<file path="config.mk">
export PLATFORM = sky130hd
export DESIGN_NAME = alut_ctrl
export DESIGN_NICKNAME = d
export VERILOG_FILES = /design/src/verilog/alut_pkg.sv /design/src/verilog/alut_ctrl.sv
export SDC_FILE = /design/constraint.sdc
export NUM_CORES = 1
export LEC_CHECK = 0
export BUFFER_PORTS_ARGS = -buffer_cell sky130_fd_sc_hd__buf_4
export CORE_UTILIZATION = 49
export CTS_CLUSTER_SIZE = 16
export DETAILED_ROUTE_END_ITERATION = 10
export PLACE_DENSITY = 0.75
export SLEW_MARGIN = 20
export SYNTH_ARGS = -nofsm -noshare
export SYNTH_HDL_FRONTEND = slang
export SYNTH_SLANG_ARGS = --single-unit
</file>
<file path="constraint.sdc">
create_clock -name pclk28 -period 3.44 [get_ports pclk28]
set_clock_uncertainty 0.15 [all_clocks]
set_input_delay 0.688 -clock pclk28 [delete_from_list [all_inputs] [get_ports pclk28]]
set_output_delay 0.688 -clock pclk28 [all_outputs]
set_load 0.01 [all_outputs]
</file>
<file path="src/verilog/alut_pkg.sv">
// shared sizes, entry layout and control states of the address lookup table
// table size is fixed at 256 entries, one per value of the 8-bit MAC hash
// entry layout from the top bit down is valid | mac | port | stamp
// stamps and the time counter wrap at 32 bits, ages use modular subtraction
package alut_pkg;

   // ------------------------------------------------------------------------
   // table geometry
   // ------------------------------------------------------------------------
   localparam int ADDR_W = 8;                     // hash width = table index
   localparam int DEPTH  = 256;                   // 2**ADDR_W entries
   localparam logic [ADDR_W-1:0] LAST_ADDR = ADDR_W'(DEPTH - 1); // end of a scan

   // field widths
   localparam int MAC_W     = 48;
   localparam int MAC_BYTES = MAC_W / 8;          // bytes folded by the hash
   localparam int PORT_W    = 2;                  // four switch ports
   localparam int STAMP_W   = 32;                 // stamp and time counter

   // ------------------------------------------------------------------------
   // entry layout
   // ------------------------------------------------------------------------
   localparam int ENTRY_W   = 1 + MAC_W + PORT_W + STAMP_W; // 83 bits

   // lowest bit of each field, stamp sits at the bottom
   localparam int STAMP_LSB = 0;                  // bits 31..0
   localparam int PORT_LSB  = STAMP_LSB + STAMP_W; // bits 33..32
   localparam int MAC_LSB   = PORT_LSB + PORT_W;   // bits 81..34
   localparam int VALID_BIT = MAC_LSB + MAC_W;     // bit 82, top of entry

   // ------------------------------------------------------------------------
   // aging
   // ------------------------------------------------------------------------
   // an entry this many cycles old or older is dropped by a sweep
   localparam logic [STAMP_W-1:0] AGE_LIMIT = 32'd1000;

   // ------------------------------------------------------------------------
   // control states
   // ------------------------------------------------------------------------
   typedef enum logic [1:0] {
      ST_CLEAR,    // table wipe after reset
      ST_IDLE,     // waiting for a strobe
      ST_LOOKUP,   // address checker busy on one frame
      ST_SWEEP     // age checker walking the table
   } ctrl_state_e;

endpackage

</file>
<file path="src/verilog/alut_ctrl.sv">
// control FSM of the lookup table, serializes lookups, sweeps and the clear
// a strobe is taken on an edge where busy is low, pkt_valid beats age_sweep
// strobes seen while busy are dropped, nothing is queued
// busy drops in the cycle of the done pulse, so a new strobe can follow it
// now is 0 on the first edge after reset and wraps at 32 bits
module alut_ctrl
(
   input  logic                         pclk28,
   input  logic                         rst_n,
   input  logic                         pkt_valid,    // frame strobe
   input  logic                         age_sweep,    // sweep strobe
   input  logic                         lookup_done,
   input  logic                         scan_done,
   output logic                         busy,
   output logic                         lookup_go,
   output logic                         sweep_go,
   output logic                         clear_go,
   output logic [alut_pkg::STAMP_W-1:0] now,
   output logic                         sweep_done
);

   alut_pkg::ctrl_state_e state;
   alut_pkg::ctrl_state_e state_nxt;
   logic                  free;          // can take a strobe this edge

   // ------------------------------------------------------------------------
   // time counter
   // ------------------------------------------------------------------------
   always_ff @(posedge pclk28)
   begin
      if (!rst_n)
         now <= '0;
      else
         now <= now + 1'b1;              // free running
   end

   // ------------------------------------------------------------------------
   // acceptance
   // ------------------------------------------------------------------------
   // idle, or the running job reports done in this cycle
   always_comb
   begin
      case (state)
         alut_pkg::ST_IDLE:   free = 1'b1;
         alut_pkg::ST_LOOKUP: free = lookup_done;
         alut_pkg::ST_SWEEP:  free = scan_done;
         alut_pkg::ST_CLEAR:  free = scan_done;
         default:             free = 1'b0;
      endcase
   end

   assign busy       = !free;
   assign lookup_go  = free && pkt_valid;                 // lookup wins
   assign sweep_go   = free && !pkt_valid && age_sweep;   // sweep dropped on tie
   assign sweep_done = (state == alut_pkg::ST_SWEEP) && scan_done;

   // ------------------------------------------------------------------------
   // next state
   // ------------------------------------------------------------------------
   always_comb
   begin
      state_nxt = state;
      if (free)
      begin
         if (pkt_valid)
            state_nxt = alut_pkg::ST_LOOKUP;
         else if (age_sweep)
            state_nxt = alut_pkg::ST_SWEEP;
         else
            state_nxt = alut_pkg::ST_IDLE;
      end
   end

   always_ff @(posedge pclk28)
   begin
      if (!rst_n)
         state <= alut_pkg::ST_CLEAR;    // table is wiped before first use
      else
         state <= state_nxt;
   end

   // clear request, a single pulse on the first cycle out of reset
   always_ff @(posedge pclk28)
   begin
      if (!rst_n)
         clear_go <= 1'b1;
      else
         clear_go <= 1'b0;
   end

   // a done pulse must belong to the job that is running
   a_done_matches: assert property (@(posedge pclk28) disable iff (!rst_n)
      lookup_done |-> (state == alut_pkg::ST_LOOKUP));

endmodule

</file>
==> summary.md, run 1 <==
| Metric | Value |
|---|---|
| Initial Util | 52.82% |
| Status | finished, final reports clean |
| Tightest Pin Transition | roughly 930 ps |
| Hold Crit Depth | 2 |
| Slew Limit Headroom | 37.58% |
| Die Height | 59.84 um |
| Post CTS Setup Buffer Count | 0 |
| Clk slew on worst S/H paths | 110 ps |
| Largest net degree at the start of global routing | 19 |
| Fin. max-slew vios | 0 |
| Area Overhead vs Synth | 26.26% |
| Antenna violations before repair | 0 |
| Synth warnings | 0 |
| CTS tree | done |
| Via density per instance | 5.757 |
| GRT overflow | 0 |
| CP Launch Type | flip-flop |
| DRC violations left | 0 |
| H-tree Lvls | 2 |
| Post-Syn Area per Cell | 8.627 um2 |
| Root Buffer Master | clkbuf_4 |
| Worst path cell trace | inv_1, ha_1, a221oi_1, nor2b_1, buf_4 |
| Min cycle time layout | 2874 ps |
| Async S/R FF share, synth | 0% |
| Hold WC Path Type | reg -> reg |
| Pwr/cell area | 389.6 nW/um2 |
| RSZ-0062 raised after global routing | no |
| Post-synth EDFFs | 0 |
| Sequential area share after synthesis | 42.75% |
| Post-cts resize count | 0 |
| ANT cells | 0 |
| Largest cells by area after synthesis | dfxtp_1 (43%), nand4_1 (5.0%), a21oi_1 (4.9%) |
| Row cnt | 20 |
| Power, Total | 806.3 uW |
| Netlist Area Pre-Place | 1639 um2 |
| CTS Buf Count | 5 |
| FF/Latch Area | 700.7 um2 |
| Critical path data arrival time | 2040 ps |
| Clock sink count | 35 |
| Nets | about 250 |
| Cell variety after synth | 32 |
| Longest Clk Path Bufs | 2 |
| Vias in the first global route | 1,423 |
| Leak Pwr | 0.7736 nW |
| RePlAce Congestion | slightly below 0.8 |
| Final setup viols | 0 |
| Max cap viols | 0 |
| Mapped Cells | between 150 and 200 |
| Final WL | about 3900 um |
| CP max stage delay | 620 ps |
| Wire length per cell | between 10 and 15 um |
| I/O pins | 43 |
| Die area | 3580 um2 |
| R2R cell count | 5 |
| Worst vdd ir | 0.0002940 V |
| Worst endpoint required time | 2600 ps |
| Dominant synthesized flop cell | dfxtp_1 |
| Area leader, netlist | dfxtp_1 |
| FMAX | 0.3479 GHz |
| Crit end category | primary output |
| Max FO, Critical Path | 6 |
| Fillers | 284 |
| Setup_tns | 0 ps |
| Core Box Area | around 3100 um2 |
| Final ANT Viol Nets | 0 |
| Final cycle utilization of the critical path | a little over four fifths |
| Clk_lat worst skew | approximately 350 ps |
| Slowest-stage cell, CP | a221oi_1 |
| Post-CTS Hold Buffers | 0 |
| Hold Vio Cnt, Final | 0 |
| Critical path class | reg -> out |
| Syn nets | 200 |
| Total GRT Usage | approximately a quarter |
| Share of layout cells above drive strength 1 | 23.31% |
| DRT Pass-1 Iters | 4 |
| Global-route wire length before repair | 6341 um |
| Total number of vias | between 1,500 and 2,000 |
| Multi-input logic area | 899.6 um2 |
| DRT iter0 DRCs | 100 |
| Port bufs | 42 |
| Post-synthesis register bit count | 35 |
| Share of the synthesized area in the top cell type | 42.75% |
| Die W | 59.84 um |
| Final HPWL DP | 2781 um |
[report_power, final]
part	switching, mW	leakage, nW	internal, mW
sequential	0.0124	0.283	0.419
combinational	0.0615	0.453	0.0502
clock	0.144	0.0375	0.119
[per-stage QoR]
step / utilization, % / worst slack, ps / hold slack (ps) / cell area [um2] / std cells
2_1_floorplan: - / 1036 / 326.8 / 1639 / 190
3_3_place_gp: 64.35 / 957.2 / 317.2 / 1997 / 272
3_5_place_dp: 64.35 / 853.2 / 337.0 / 1997 / 272
4_1_cts: 66.69 / 571.4 / 356.1 / 2069 / 280
5_1_grt: 66.69 / 394.1 / 381.0 / 2069 / 280
6_report: 66.69 / 565.8 / 359.6 / 2069 / 280
[kinds of logic after synthesis]
group / count (synthesis) / synth area share [%]
multiplexers: 2 / 1.221
AND/OR/NAND/NOR: 92 / 31.68
adder cells (fa/ha/maj): 4 / 3.054
XOR/XNOR: 12 / 6.412
buffers and inverters: 10 / 2.366
AO/OA/AOI/OAI: 35 / 12.52
flip-flops: 35 / 42.75
[worst paths after layout]
| check | startpoint | slack, ps | end |
|---|---|---|---|
| max | state[0] | 570 | lookup_go |
| min | now[31] | 360 | now[31] |
| max reg2reg | now[0] | 1030 | now[22] |
| min reg2reg | now[31] | 360 | now[31] |
[layout by cell type, fill, tap and decap left out, types with 3 or more instances in the layout]
master,Yosys,routed
o31ai_1,7,7
clkbuf_4,0,5
dfxtp_1,35,35
o21ai_0,8,8
nand4_1,13,13
ha_1,4,4
xnor2_1,8,8
nand3_1,9,9
nand2_1,15,15
and4_1,3,3
xor2_1,4,4
or4_1,8,8
or3_1,7,7
buf_4,0,43
inv_1,5,5
nor3_1,4,4
nor4_1,3,3
a21oi_1,16,16
nor2_1,18,18
[final cells by class]
type / instances / area share, %
Clock buffer: 7 / 3.144
Clock inverter: 1 / 0.3628
Inverter: 5 / 0.9069
Multi-Input combinational cell: 145 / 43.47
Sequential cell: 35 / 33.86
Tap cell: 44 / 2.660
Timing Repair Buffer: 43 / 15.60
[Yosys cell counts (all sizes together) (2+ instances only)]
master / count
nor3: 4
nor2: 18
mux2i: 2
clkbuf: 4
and3: 2
and2: 2
nand2: 15
or3: 8
nor4: 3
nand3: 9
nand2b: 2
a211oi: 2
nand4: 14
or4: 8
and4: 4
o21ai: 8
dfxtp: 35
xnor2: 8
inv: 5
a21oi: 16
o31ai: 7
xor2: 4
ha: 4
[flip-flops by register name, indices dropped and copies added (netlist names)]
name	count
clear_go	1
now	32
state	2
[layer usage]
metal  up-vias  share of wire (%)  GRT usage [%]
met5         -                  0              0
met4         0                2.4          12.29
met3        11                4.9          7.576
met2        45                 47          37.62
met1       761                 46          29.24
li1        795                  -              -
[critical path, delay by kind of cell, from the launching register on]
family / cells / cell delay, ps
flip-flops: 1 / 370
AO/OA/AOI/OAI: 1 / 620
buffers and inverters: 2 / 250
AND/OR/NAND/NOR: 1 / 150
adder cells (fa/ha/maj): 1 / 290
(Power assumes the default switching activity.)
==> inputs of run 2 (changes only) <==
- ABC_AREA: not set -> 1
- CORE_UTILIZATION: 49 -> 48
- clock period: 3.44 -> 2.6 ns (I/O delays scaled with it)
==> run 2 against run 1 <==
Compared with the run above: first-iteration DRC count up 1.0%; clock power up 63%; die area up 14%; highest routed layer unchanged; synthesized area up 12%; sequential share of layout area down 3.4 points; largest power group unchanged; register-to-register slack worse by 50 ps; critical endpoint is now sweep_go.
==> summary.md, run 2 <==
| Metric | Value |
|---|---|
| Slew Limit Headroom | 75.63% (was 37.58%) |
| CP max stage delay | 360 ps (was 620 ps) |
| Mapped Cells | 271 (was 190) |
| Pre-CTS setup slack | 554.7 ps (was 853.2 ps) |
| Sequential area share after synthesis | 38.15% (was 42.75%) |
| Biggest register | now (unchanged) |
| Buffers & Inverters on Critical Path | 3 (was 2) |
| Worst Slack Setup Final | 252.3 ps (was 565.8 ps) |
| Pwr/cell area | 501.1 nW/um2 (was 389.6 nW/um2) |
| CP Launch Type | flip-flop (unchanged) |
| Slowest-stage cell, CP | dfxtp_1 (was a221oi_1) |
| Seq pwr share | 49.4% (was 53.5%) |
| Synth warnings | 0 (unchanged) |
| Die Height | 63.86 um (was 59.84 um) |
| Placed insts | 358 (was 272) |
| Min cycle time layout | 2348 ps |
| Area leader, netlist | dfxtp_1 (unchanged) |
| DRT Pass-1 Iters | 4 (unchanged) |
| Async S/R FF share, synth | 0% (unchanged) |
| Critical path data arrival time | 1680 ps (was 2040 ps) |
| Nets | 327 (was 245) |
| Initial Util | 50.17% (was 52.82%) |
| Clk slew on worst S/H paths | 60 ps (was 110 ps) |
| CP top delay family | simple AND/OR/NAND/NOR gates (was compound AO/OA/AOI/OAI gates) |
| RePlAce Congestion | 0.9305 (was 0.7805) |
| Hold WC Path Type | in -> reg (was reg -> reg) |
| Leak Pwr | 1.004 nW (was 0.7736 nW) |
| ANT cells | 0 (unchanged) |
| Top-count cell post-synth | nand2_1 (was dfxtp_1) |
| Final hold slack | 309.0 ps (was 359.6 ps) |
| Worst endpoint required time | 1930 ps (was 2600 ps) |
| Worst path cell trace | inv_1, ha_1, nand2_1, nand2_1, inv_1, or2_2, nor2_1, buf_4 (was inv_1, ha_1, a221oi_1, nor2b_1, buf_4) |
| Sw Ratio | 24.74% (was 27.02%) |
| Internal power | 867.8 uW (was 588.4 uW) |
| Area Overhead vs Synth | 25.27% (was 26.26%) |
| Total number of vias | 1,758 (was 1,612) |
| Most frequent cells in the layout | nand2_1 (71), nor2_1 (64), buf_4 (42) (was buf_4 (43), dfxtp_1 (35), nor2_1 (18)) |
| DRT iter0 DRCs | 101 (was 100) |
| Global-route wire length before repair | 6630 um (was 6341 um) |
| Syn nets | 281 (was 200) |
| Final HPWL DP | 2961 um (was 2781 um) |
| CTS Buf Count | 5 (unchanged) |
| Tightest Pin Transition | 365.2 ps (was 927.7 ps) |
| Hold Vio Cnt, Final | 0 (unchanged) |
| Largest net degree at the start of global routing | 25 (was 19) |
| Logic pwr share | 13.5% (was 13.9%) |
| CTS tree | done (unchanged) |
| Cell variety after synth | 22 (was 32) |
| Wire length per cell | 10.71 um (was 13.79 um) |
| Switching Power | 285.2 uW (was 217.8 uW) |
| Via density per instance | 4.803 (was 5.757) |
| Post CTS Setup Buffer Count | 0 (unchanged) |
| Clock power share | 37.1% (was 32.7%) |
| RSZ-0062 raised after global routing | no (unchanged) |
| Status | finished, final reports clean (unchanged) |
| Post-CTS Hold Buffers | 0 (unchanged) |
| GRT overflow | 0 (unchanged) |
| Dominant synthesized flop cell | dfxtp_1 (unchanged) |
| Post-Syn Area per Cell | 6.778 um2 (was 8.627 um2) |
| Commonest cells post-synth | nand2_1 (71), nor2_1 (64), dfxtp_1 (35), inv_1 (21), a21oi_1 (20) (was dfxtp_1 (35), nor2_1 (18), a21oi_1 (16), nand2_1 (15), nand4_1 (13)) |
| Die area | 4078 um2 (was 3580 um2) |
| Antenna violations before repair | 0 (unchanged) |
| Max FO, Critical Path | 3 (was 6) |
| H-tree Lvls | 2 (unchanged) |
| Placed Instance Area | 2201 um2 (was 1997 um2) |
| Total GRT Usage | 21.28% (was 23.95%) |
| DRC violations left | 0 (unchanged) |
| FMAX | roughly 0.43 GHz |
| Largest cells by area after synthesis | dfxtp_1 (38%), nand2_1 (15%), nor2_1 (13%) (was dfxtp_1 (43%), nand4_1 (5.0%), a21oi_1 (4.9%)) |
| Root Buffer Master | clkbuf_8 (was clkbuf_4) |
| Critical path class | reg -> out (unchanged) |
| Share of layout cells above drive strength 1 | 22.64% (was 23.31%) |
| Setup_tns | 0 ps (unchanged) |
| Row cnt | 22 (was 20) |
| Final WL | 3919 um (was 3862 um) |
| Post-route cell area | 2301 um2 (was 2069 um2) |
| Power, Total | 1.153 mW (was 806.3 uW) |
| Post-synth EDFFs | 0 (unchanged) |
| Clock sink count | 35 (unchanged) |
| Clk_lat worst skew | 290 ps (was 350 ps) |
| Max reg flops | 32 (unchanged) |
| Port bufs | 42 (unchanged) |
| Final ANT Viol Nets | 0 (unchanged) |
| I/O pins | 43 (unchanged) |
| Longest Clk Path Bufs | 2 (unchanged) |
| Final setup viols | 0 (unchanged) |
| Die W | 63.86 um (was 59.84 um) |
| Fin cells | 366 (was 280) |
| Core Box Area | 3661 um2 (was 3103 um2) |
| Netlist Area Pre-Place | 1837 um2 (was 1639 um2) |
| Crit end category | primary output (unchanged) |
| Post-synthesis register bit count | 35 (unchanged) |
| Final cycle utilization of the critical path | 90.30% |
| Vias in the first global route | 1,535 (was 1,423) |
| Commonest non-fill, non-tap cell in the layout | nand2_1 (was buf_4) |
| Regs by FF count | now (32), state (2), clear_go (1) (unchanged) |
| Post-layout util | 62.85% (was 66.69%) |
| Fin. max-slew vios | 0 (unchanged) |
| Max cap viols | 0 (unchanged) |
| Share of the synthesized area in the top cell type | 38.15% (was 42.75%) |
| Worst vdd ir | 0.0003856 V (was 0.0002940 V) |
| Post-cts resize count | 0 (unchanged) |
## run 2: cell count changes after synthesis, moves of 6 or more
cell	change
o31ai_1	-7
o21ai_0	-6
nor2_1	+46
nand4_1	-13
or4_1	-8
nand3_1	+7
nand2_1	+56
or3_1	-7
nor2_4	+9
inv_1	+16
xnor2_1	-8
## run 2: layout make-up
type,instances,area (um2)
flip-flops and latches,35,700.7
clock buffers,8,100.1
inverters,23,86.33
well taps,48,60.06
multi-input cells,210,1039
fillers,347,1360
repair buffers,42,315.3
## run 2: logic make-up (layout without fill, tap and decap cells)
| group | count (synthesis) | after routing | share of synthesized area (%) |
|---|---|---|---|
| adders and majority gates | 4 | 4 | 2.725 |
| DFF | 35 | 35 | 38.15 |
| xor gates and xnor gates | 5 | 5 | 2.384 |
| AOI/OAI and AO/OA | 25 | 25 | 7.221 |
| buffers and inverters | 26 | 73 | 5.314 |
| and+or+nand+nor | 176 | 176 | 44.21 |
## run 2: layer usage
metal / part of all wire (%) / track usage (%) / up-vias
met5: 0 / 0 / -
met3: 4.9 / 6.964 / 6
li1: - / - / 932
met2: 46 / 35.11 / 33
met1: 47 / 25.64 / 787
met4: 1.4 / 7.670 / 0
## run 2: worst paths after layout
| kind | cells past startpoint | from | end | slack, ps |
|---|---|---|---|---|
| worst min register to register | 1 | now[0] | now[0] | 320 |
| worst max register to register | 7 | now[0] | now[10] | 980 |
| worst max-delay path | 8 | state[0] | sweep_go | 250 |
| worst min-delay path | 3 | age_sweep | state[1] | 310 |
## run 2: worst register-to-register path, delay by kind of cell (launching register included)
kind	cells	cell delay [ps]
fa+ha+maj	1	190
xor+xnor	1	170
simple gates	5	600
flops	1	380
## run 2: power by group through the flow
stage	registers, mW	logic, mW	clock network (mW)
2_1_floorplan	0.581	0.0947	0
3_3_place_gp	0.581	0.154	0
3_5_place_dp	0.581	0.157	0
4_1_cts	0.569	0.158	0.440
5_1_grt	0.571	0.180	0.464
6_report	0.569	0.156	0.428
==> inputs of run 3 (changes only) <==
- PLACE_DENSITY: 0.75 -> not set
- PLACE_DENSITY_LB_ADDON: not set -> 0.08
- clock period: 2.6 -> 1.9 ns (I/O delays scaled with it)
==> run 3 against run 2 <==
Compared with the run above: the flow now finishes with violations (setup timing); flip-flop and latch count is the same; sequential power grew 39%; worst setup slack lost 390 ps; sequential share of layout area shrank 1.1 points; register-to-register slack lost 690 ps; design area grew 4.6%; clock power grew 61%; via count grew 3.4%; first-iteration DRC count shrank 2.0%.
==> summary.md, run 3 (synthesized netlist as in run 2, its figures left out) <==
| Metric | Value |
|---|---|
| DRT Pass-1 Iters | 4 (unchanged) |
| Port bufs | 42 (unchanged) |
| Commonest non-fill, non-tap cell in the layout | nand2_1 (unchanged) |
| RePlAce Congestion | 0.8634 (was 0.9305) |
| Max cap viols | 0 (unchanged) |
| CTS tree | done (unchanged) |
| Tightest Pin Transition | 430.6 ps (was 365.2 ps) |
| DRC violations left | 0 (unchanged) |
| Internal power | 1.405 mW (was 867.8 uW) |
| FMAX | about 0.49 GHz |
| Most frequent cells in the layout | nand2_1 (69), nor2_1 (63), buf_4 (45) (was nand2_1 (71), nor2_1 (64), buf_4 (42)) |
| Total GRT Usage | 21.60% (was 21.28%) |
| Final hold slack | 161.6 ps (was 309.0 ps) |
| Fin. max-slew vios | 0 (unchanged) |
| Final setup viols | 3 (was 0) |
| Root Buffer Master | clkbuf_8 (unchanged) |
| DRT iter0 DRCs | 99 (was 101) |
| Global-route wire length before repair | 6927 um (was 6630 um) |
| Worst vdd ir | 0.0004506 V (was 0.0003856 V) |
| Regs by FF count | now (32), state (2), clear_go (1) (unchanged) |
| Clk_lat worst skew | 280 ps (was 290 ps) |
| Switching Power | 472.9 uW (was 285.2 uW) |
| Total number of vias | 1,817 (was 1,758) |
| Die area | 4078 um2 (unchanged) |
| Multi-input logic area | 1077 um2 (was 1039 um2) |
| Fin cells | 371 (was 366) |
| Largest net degree at the start of global routing | 24 (was 25) |
| Final cycle utilization of the critical path | 107.2% |
| Longest Clk Path Bufs | 2 (unchanged) |
| Vias in the first global route | 1,568 (was 1,535) |
| RSZ-0062 raised after global routing | yes (was no) |
| Final ANT Viol Nets | 0 (unchanged) |
| Worst Slack Setup Final | -136.9 ps (was 252.3 ps) |
| Seq pwr share | 42.1% (was 49.4%) |
| Logic pwr share | 21.3% (was 13.5%) |
| FF/Latch Area | 705.7 um2 (was 700.7 um2) |
| Biggest register | now (unchanged) |
| Row cnt | 22 (unchanged) |
| Crit end category | primary output (unchanged) |
| Clock power share | 36.7% (was 37.1%) |
| Nets | 332 (was 327) |
| Die W | 63.86 um (unchanged) |
| CP Launch Type | flip-flop (unchanged) |
| Final HPWL DP | 3098 um (was 2961 um) |
| Hold Vio Cnt, Final | 0 (unchanged) |
| ANT cells | 0 (unchanged) |
| Fillers | 355 (was 347) |
| Clock sink count | 35 (unchanged) |
| Critical path data arrival time | 1510 ps (was 1680 ps) |
| H-tree Lvls | 2 (unchanged) |
| Sw Ratio | 25.19% (was 24.74%) |
| Wire length per cell | 11.52 um (was 10.71 um) |
| Antenna violations before repair | 0 (unchanged) |
| Power, Total | 1.878 mW (was 1.153 mW) |
| Initial Util | 50.17% (unchanged) |
| Worst endpoint required time | 1370 ps (was 1930 ps) |
| Max reg flops | 32 (unchanged) |
| Max FO, Critical Path | 3 (unchanged) |
| Hold WC Path Type | in -> reg (unchanged) |
| Slew Limit Headroom | 71.26% (was 75.63%) |
| GRT overflow | 0 (unchanged) |
| I/O pins | 43 (unchanged) |
| Failing checks | setup timing |
| Area Overhead vs Synth | 31.06% (was 25.27%) |
| Placed insts | 360 (was 358) |
| Via density per instance | 4.898 (was 4.803) |
| Min cycle time layout | roughly 2000 ps |
| Status | finished with violations (was finished, final reports clean) |
| Post-CTS Hold Buffers | 0 (unchanged) |
| Clk slew on worst S/H paths | 70 ps (was 60 ps) |
| Final WL | 4273 um (was 3919 um) |
| Share of layout cells above drive strength 1 | 27.24% (was 22.64%) |
| Die Height | 63.86 um (unchanged) |
| Pwr/cell area | 780.0 nW/um2 (was 501.1 nW/um2) |
| Leak Pwr | 1.042 nW (was 1.004 nW) |
| Critical path class | reg -> out (unchanged) |
| Core Box Area | 3661 um2 (unchanged) |
| CTS Buf Count | 5 (unchanged) |
run 3: cell count changes in the layout (fill, tap and decap cells not counted), sizes merged:
cell	change
clkbuf	-2
clkinv	+1
bufinv	+1
buf	+5
run 3: power groups by stage:
stage	clock, mW	combinational [mW]	sequential [mW]
floorplan	0	0.130	0.795
global route	0.739	0.430	0.792
finish	0.688	0.400	0.790
global placement	0	0.237	0.795
CTS	0.698	0.292	0.790
detailed placement	0	0.243	0.797
run 3: per-layer routing:
metal	wire length (um)	up-vias	global-route usage, %
met5	0	-	0
met3	159	7	3.571
met1	2055	816	29.24
li1	-	943	-
met2	2002	51	34.71
met4	55	0	7.102
run 3: what timing repair did:
action,in CTS,in global routing
setup endpoints to repair,3,3
setup buffers,3,2
gates resized for setup,7,8
endpoints found under the hold margin,0,0
pin swaps,2,3
run 3: final cells by class:
cell class,instances,area share (%)
clock inverter,2,1.455
multi-input combinational,210,44.75
inverter,23,3.586
sequential,35,29.31
clock buffer,6,3.430
timing repair buffer,47,14.97
tap,48,2.495
run 3: critical path, cell delays in order (launching register included):
cell and delay [ps]:
dfxtp_2 340, inv_2 50, ha_4 260, nand2_2 40
nand2_2 70, inv_2 40, or2_4 230, nor2_2 80
buf_4 120
run 3: through the flow:
step | cell area, um2 | utilization [%] | setup WS [ps] | TNS [ps]
2_1_floorplan | 1837 | - | 64.34 | 0
3_3_place_gp | 2216 | 60.53 | 50.63 | 0
3_5_place_dp | 2216 | 60.53 | 5.705 | 0
4_1_cts | 2365 | 64.59 | -195.9 | -195.9
5_1_grt | 2407 | 65.76 | -194.9 | -367.8
6_report | 2407 | 65.76 | -136.9 | -232.0
run 3: path summary, 6_finish.rpt:
kind	start	slack, ps	cells after the start	to
setup reg to reg	now[0]	290	8	now[20]
setup / recovery	state[0]	-140	8	sweep_go
hold reg to reg	now[0]	330	1	now[0]
hold / removal	age_sweep	160	3	state[1]
